--- src/mfp_map_pkg.sv ---
package mfp_map_pkg;

    // Slave ports of the matrix
    typedef enum logic [1:0] {
        SLV_RESET_RAM = 2'd0,
        SLV_RAM       = 2'd1,
        SLV_GPIO      = 2'd2
    } slave_idx_t;

    localparam int SLAVE_COUNT = 3;

    // Reset memory at 0x1fc00000 to 0x1fffffff matched on bits 28:22
    localparam logic [6:0] RESET_RAM_MATCH = 7'h7f;

    // Main RAM at 0x00000000 to 0x03ffffff matched on bits 28:26
    localparam logic [2:0] RAM_MATCH = 3'h0;

    // GPIO at 0x1f800000 to 0x1fbfffff matched on bits 28:22
    localparam logic [6:0] GPIO_MATCH = 7'h7e;

    // Byte address widths of the memories
    localparam int RESET_RAM_ADDR_WIDTH = 10;
    localparam int RAM_ADDR_WIDTH       = 12;

    // GPIO words in each direction
    localparam int GPIO_COUNT = 4;

    // Word index from address bits 3:2
    typedef logic [1:0] gpio_idx_t;

endpackage

--- src/ahb_pkg.sv ---
package ahb_pkg;

    // Bus widths
    localparam int HADDR_WIDTH = 32;
    localparam int HDATA_WIDTH = 32;

    typedef logic [HADDR_WIDTH-1:0] haddr_t;
    typedef logic [HDATA_WIDTH-1:0] hdata_t;

    // Transfer type
    typedef enum logic [1:0] {
        IDLE   = 2'b00,
        BUSY   = 2'b01,
        NONSEQ = 2'b10,
        SEQ    = 2'b11
    } htrans_t;

    // Transfer size up to one word
    typedef enum logic [2:0] {
        BYTE = 3'b000,
        HALF = 3'b001,
        WORD = 3'b010
    } hsize_t;

    // Slave response
    typedef enum logic {
        OKAY  = 1'b0,
        ERROR = 1'b1
    } hresp_t;

endpackage
--- src/ahb_slave_if.sv ---
`timescale 1ns/1ns

interface ahb_slave_if
    import ahb_pkg::*;
();

    // Address phase and write data
    haddr_t  haddr;
    htrans_t htrans;
    hsize_t  hsize;
    logic    hwrite;
    hdata_t  hwdata;
    logic    hsel;
    logic    hready;

    // Slave response
    hdata_t  hrdata;
    logic    hreadyout;
    hresp_t  hresp;

    modport master (
        output haddr, htrans, hsize, hwrite, hwdata, hsel, hready,
        input  hrdata, hreadyout, hresp
    );

    modport slave (
        input  haddr, htrans, hsize, hwrite, hwdata, hsel, hready,
        output hrdata, hreadyout, hresp
    );

endinterface

--- src/ahb_gpio.sv ---
`timescale 1ns/1ns

module ahb_gpio
    import ahb_pkg::*;
    import mfp_map_pkg::*;
(
    input  logic                    hclk,
    input  logic                    rst_n,
    ahb_slave_if.slave              s,
    input  hdata_t [GPIO_COUNT-1:0] gpio_rd,
    output hdata_t                  gpio_wd,
    output logic [GPIO_COUNT-1:0]   gpio_we
);

    logic      accept;
    logic      d_write;
    gpio_idx_t d_idx;

    assign accept = s.hsel && s.hready && (s.htrans == NONSEQ || s.htrans == SEQ);

    always_ff @(posedge hclk) begin
        if (!rst_n) begin
            d_write <= 1'b0;
        end else if (s.hready) begin
            d_write <= accept && s.hwrite;
        end
    end

    // Word index from bits 3:2
    always_ff @(posedge hclk) begin
        if (accept) begin
            d_idx <= s.haddr[3:2];
        end
    end

    // Output word held until the next write
    always_ff @(posedge hclk) begin
        if (!rst_n) begin
            gpio_wd <= '0;
        end else if (d_write && s.hready) begin
            gpio_wd <= s.hwdata;
        end
    end

    // Strobe only during the write data phase
    assign gpio_we = d_write ? (GPIO_COUNT'(1) << d_idx) : '0;

    assign s.hrdata    = gpio_rd[d_idx];
    assign s.hreadyout = 1'b1;
    assign s.hresp     = OKAY;

endmodule

--- src/flat_wrapper.sv ---
// flat-port wrapper written by rule: the top's interface ports become plain ports
module ahb_gpio_flat import ahb_pkg::*; import mfp_map_pkg::*;
  (hclk, rst_n, gpio_rd, gpio_wd, gpio_we, s_haddr, s_htrans, s_hsize, s_hwrite, s_hwdata, s_hsel, s_hready, s_hrdata, s_hreadyout, s_hresp);
  ahb_slave_if s_i ();
  input  logic hclk;
  input  logic rst_n;
  input  hdata_t [GPIO_COUNT-1:0] gpio_rd;
  output hdata_t gpio_wd;
  output logic [GPIO_COUNT-1:0] gpio_we;
  input wire logic [$bits(s_i.haddr)-1:0] s_haddr;
  input wire logic [$bits(s_i.htrans)-1:0] s_htrans;
  input wire logic [$bits(s_i.hsize)-1:0] s_hsize;
  input wire logic [$bits(s_i.hwrite)-1:0] s_hwrite;
  input wire logic [$bits(s_i.hwdata)-1:0] s_hwdata;
  input wire logic [$bits(s_i.hsel)-1:0] s_hsel;
  input wire logic [$bits(s_i.hready)-1:0] s_hready;
  output wire logic [$bits(s_i.hrdata)-1:0] s_hrdata;
  output wire logic [$bits(s_i.hreadyout)-1:0] s_hreadyout;
  output wire logic [$bits(s_i.hresp)-1:0] s_hresp;
  assign s_i.haddr = s_haddr;
  assign s_i.htrans = s_htrans;
  assign s_i.hsize = s_hsize;
  assign s_i.hwrite = s_hwrite;
  assign s_i.hwdata = s_hwdata;
  assign s_i.hsel = s_hsel;
  assign s_i.hready = s_hready;
  assign s_hrdata = s_i.hrdata;
  assign s_hreadyout = s_i.hreadyout;
  assign s_hresp = s_i.hresp;
  ahb_gpio u_core (.hclk(hclk), .rst_n(rst_n), .s(s_i), .gpio_rd(gpio_rd), .gpio_wd(gpio_wd), .gpio_we(gpio_we));
endmodule
--- config.mk ---
export PLATFORM = sky130hd
export DESIGN_NAME = ahb_gpio_flat
export DESIGN_NICKNAME = d
export VERILOG_FILES = /design/src/mfp_map_pkg.sv /design/src/ahb_pkg.sv /design/src/ahb_slave_if.sv /design/src/ahb_gpio.sv /design/src/flat_wrapper.sv
export SDC_FILE = /design/constraint.sdc
export NUM_CORES = 1
export LEC_CHECK = 0
export BUFFER_PORTS_ARGS = -buffer_cell sky130_fd_sc_hd__buf_4
export CAP_MARGIN = 20
export CORE_AREA = 2 2 106 108
export CTS_CLUSTER_DIAMETER = 40
export DETAILED_ROUTE_END_ITERATION = 10
export DIE_AREA = 0 0 108 110
export MAX_ROUTING_LAYER = met4
export PLACE_DENSITY = 0.56
export SLEW_MARGIN = 20
export SYNTH_ARGS = -nofsm -noshare
export SYNTH_HDL_FRONTEND = slang
export SYNTH_SLANG_ARGS = --single-unit
--- constraint.sdc ---
create_clock -name hclk -period 2.2 [get_ports hclk]
set_clock_uncertainty 0.15 [all_clocks]
set_input_delay 0.44 -clock hclk [delete_from_list [all_inputs] [get_ports hclk]]
set_output_delay 0.44 -clock hclk [all_outputs]
set_load 0.01 [all_outputs]
==> impl_results.md <==
* GRT Overall Usage at ~16%
* CP Data Required Time at 1.61 ns
* Sequential Power Share at 38.2%
* Post-DP HPWL at approximately 7.7 mm
* Relative slew slack at between 60% and 70%
* Slew @ Worst Pin at 0.515 ns
* Synth Cell Area at 2370 µm²
* Reg clk slew, reported paths at 0.07 ns
* Worst setup EP type: output pin
* Clock buffer depth at 2
* Placed Area at approximately 4200 µm²
* Worst ir drop on vdd at between 0.3 and 0.4 mV
* Pwr Density at 388 nW/µm²
* Final TNS setup at 0 ns
* Leakage at between 2 and 2.5 nW
* Drt wl/cell at 17.6 µm
* DRT Pass-1 Iters at 4
* ANT cells at 0
* DRC at 0
* Remaining global-route overflow at 0
* Cts bufs inserted at 5
* Worst path depth at 4
* Clock power share at 27.6%
* Fill cells at between 1000 and 1500
* Worst hold path class: input pin to flip-flop
* Final cycle utilization of the critical path at around 100%
* Buf/Inv on CP at 3
* Via count at 2604
* H-Tree Level Count at 2
* Synth-to-Final Area Change at 85.7%
* Net Count, Synth at 404
* Crit Path Max Fanout at 9
* Reg2reg path depth at 3
* Slowest CP cell: mux4_2
* DRT iter0 DRCs at 141
* Vias in the first global route at 2555
* Crit path time final at 2.19 ns
* WP data arrival at around 1.6 ns
* Mapped Cells at 202
* RSZ-0062 raised after global routing: true
* Pwr Total at 1.71 mW
* Sw Share at between 20% and 30%
* Logic pwr share at 34.2%
* Status: finished, final reports clean
* Largest stage delay, worst path at 0.49 ns
* Worst path cell trace: buf_4, clkbuf_16, mux4_2, buf_4
* Die Span Y at 110 µm
* WS Path Type: flip-flop to output pin
* CP Launch Type: flip-flop
* CORE AREA at 10700 µm²
* Die Area at approximately 12000 µm²
* I/O Pins at approximately 270
* Final wirelength at about 10 mm
* # nets final at 627
* CTS tree: built
* RR Endpoint: u_core.gpio_wd[7]
* Post-synthesis sequential area ratio at 30.4%
* Port bufs at 235
* Worst Hold Endpoint: u_core.d_idx[0]
* Most common cell after layout, fill and taps aside: buf_4
* Final Instance Area at between 4000 and 5000 µm²
* Final Max Tran Viols at 0
* Placer Congestion at 0.797
* RR Startpoint: u_core.d_write
* Int Pwr at 1.28 mW
* Via density at 4.61
* Most common cell on crit path: buf_4
* Hold_sp: s_haddr[2]
* Initial Util at roughly 22%
* Die width at around 110 µm
* Final hold vios at 0
* Clk sinks at 35
* Synth warn at 0
* Hold buffer count at cts at 0
* Reg area at 721 µm²
* CTS Root Cell: clkbuf_8
* Number of distinct library cells after synthesis at 20
* Synth Area per Inst at around 12 µm²
* Largest net degree at the start of global routing at 68
* Most frequent cells in the layout: 226 x buf_4, 34 x and3_1, 33 x dfxtp_1
* CP delay by family, top: multiplexers
* Layout cells sized above 1 at 66.6%
* Fmax at 457 MHz
* Initial antenna violation count at 0
* Max cap viols at 0
* Net Sw Power at 0.423 mW
* R2R Setup Slk at 0.71 ns
* Hold depth at 1
* Site Rows at 38
* Synth Register Bits at 35
* Hold WS at 0.187 ns
* First-pass GRT wire length at about 14 mm
* Clock insertion delay at the later pin of the skew report at 0.27 ns
* DRT antenna net count at 0
* Area occupied by multi-input gates at between 1000 and 1500 µm²
* # setup viols final at 0
synthesized netlist by cell type:
| master | instances | area, µm² |
|---|---|---|
| nand2b_1 | 1 | 6.26 |
| nand2_1 | 1 | 3.75 |
| buf_2 | 7 | 35.0 |
| edfxtp_1 | 2 | 60.1 |
| a21boi_0 | 32 | 240 |
| clkbuf_1 | 15 | 56.3 |
| nand4_1 | 1 | 6.26 |
| dfxtp_1 | 33 | 661 |
| mux4_1 | 4 | 105 |
| buf_4 | 2 | 15.0 |
| nor3b_1 | 1 | 7.51 |
| buf_12 | 2 | 40.0 |
| conb_1 | 2 | 7.51 |
| a21boi_1 | 1 | 7.51 |
| and3_1 | 34 | 213 |
| mux4_2 | 28 | 631 |
| o21a_1 | 32 | 240 |
| nor2_1 | 1 | 3.75 |
| buf_6 | 2 | 22.5 |
| and3b_1 | 1 | 8.76 |
metrics by stage:
stage / setup WS [ns] / cells / util (%)
floorplan: 0.442 / 202 / -
global placement: 0.192 / 553 / 39.2
detailed placement: 0.181 / 553 / 39.2
CTS: -0.0686 / 560 / 40.4
global route: -0.0505 / 565 / 41.1
finish: 0.0105 / 565 / 41.1
flip-flops by register name, summed over array words and instances, names as in the netlist:
register / count
u_core.gpio_wd: 32
u_core.d_idx: 2
u_core.d_write: 1
worst max path at each step:
| stage | from | to | slack, ns |
|---|---|---|---|
| after floorplan | u_core.d_idx[0] | s_hrdata[25] | 0.44 |
| after global placement | u_core.d_idx[0] | s_hrdata[27] | 0.19 |
| after detailed placement | u_core.d_idx[0] | s_hrdata[27] | 0.18 |
| final | u_core.d_idx[0] | s_hrdata[21] | 0.01 |
| after CTS | u_core.d_idx[0] | s_hrdata[27] | -0.07 |
| after global routing | u_core.d_idx[0] | s_hrdata[21] | -0.05 |
cell families (layout without fill, tap and decap cells):
logic type             after synthesis  in the layout  share of synthesized area [%]
AOI/OAI and AO/OA                   65             65                           20.6
and+or+nand+nor                     40             40                           10.5
DFF                                 35             35                           30.4
muxes                               32             32                           31.0
buffers and inverters               28            251                           7.13
other                                2              2                          0.317
metal layers:
layer / wire [µm] / share of wire, % / track usage, %
met1: 3480 / 35 / 16.2
met2: 5370 / 54 / 29.0
met3: 920 / 9.2 / 4.53
met4: 199 / 2.0 / 4.30
met5: 0 / 0 / -
worst reg2reg max path: stages, from the launching register on:
cell and delay, ns:
dfxtp_1 0.39, buf_4 0.47, a21boi_0 0.19, o21a_1 0.20
power by group through the flow:
stage	Sequential, mW	Clock (mW)	Combinational (mW)
after global placement	0.666	0	0.542
after global routing	0.652	0.526	0.619
final	0.651	0.471	0.584
after floorplan	0.668	0	0.208
after CTS	0.652	0.500	0.573
after detailed placement	0.667	0	0.550
final cells by class:
class / instances / area share [%]
timing repair buffer: 244 / 44.4
tap: 140 / 3.98
sequential: 35 / 16.4
clock buffer: 6 / 1.88
multi-input combinational: 139 / 33.3
clock inverter: 1 / 0.114
timing repair:
action                     4_1_cts  5_1_grt
gates resized for setup         18        2
setup buffers                    0        3
cloned                           0        2
setup endpoints to repair       17       32
Note: power is estimated with default switching activity, not from simulation.
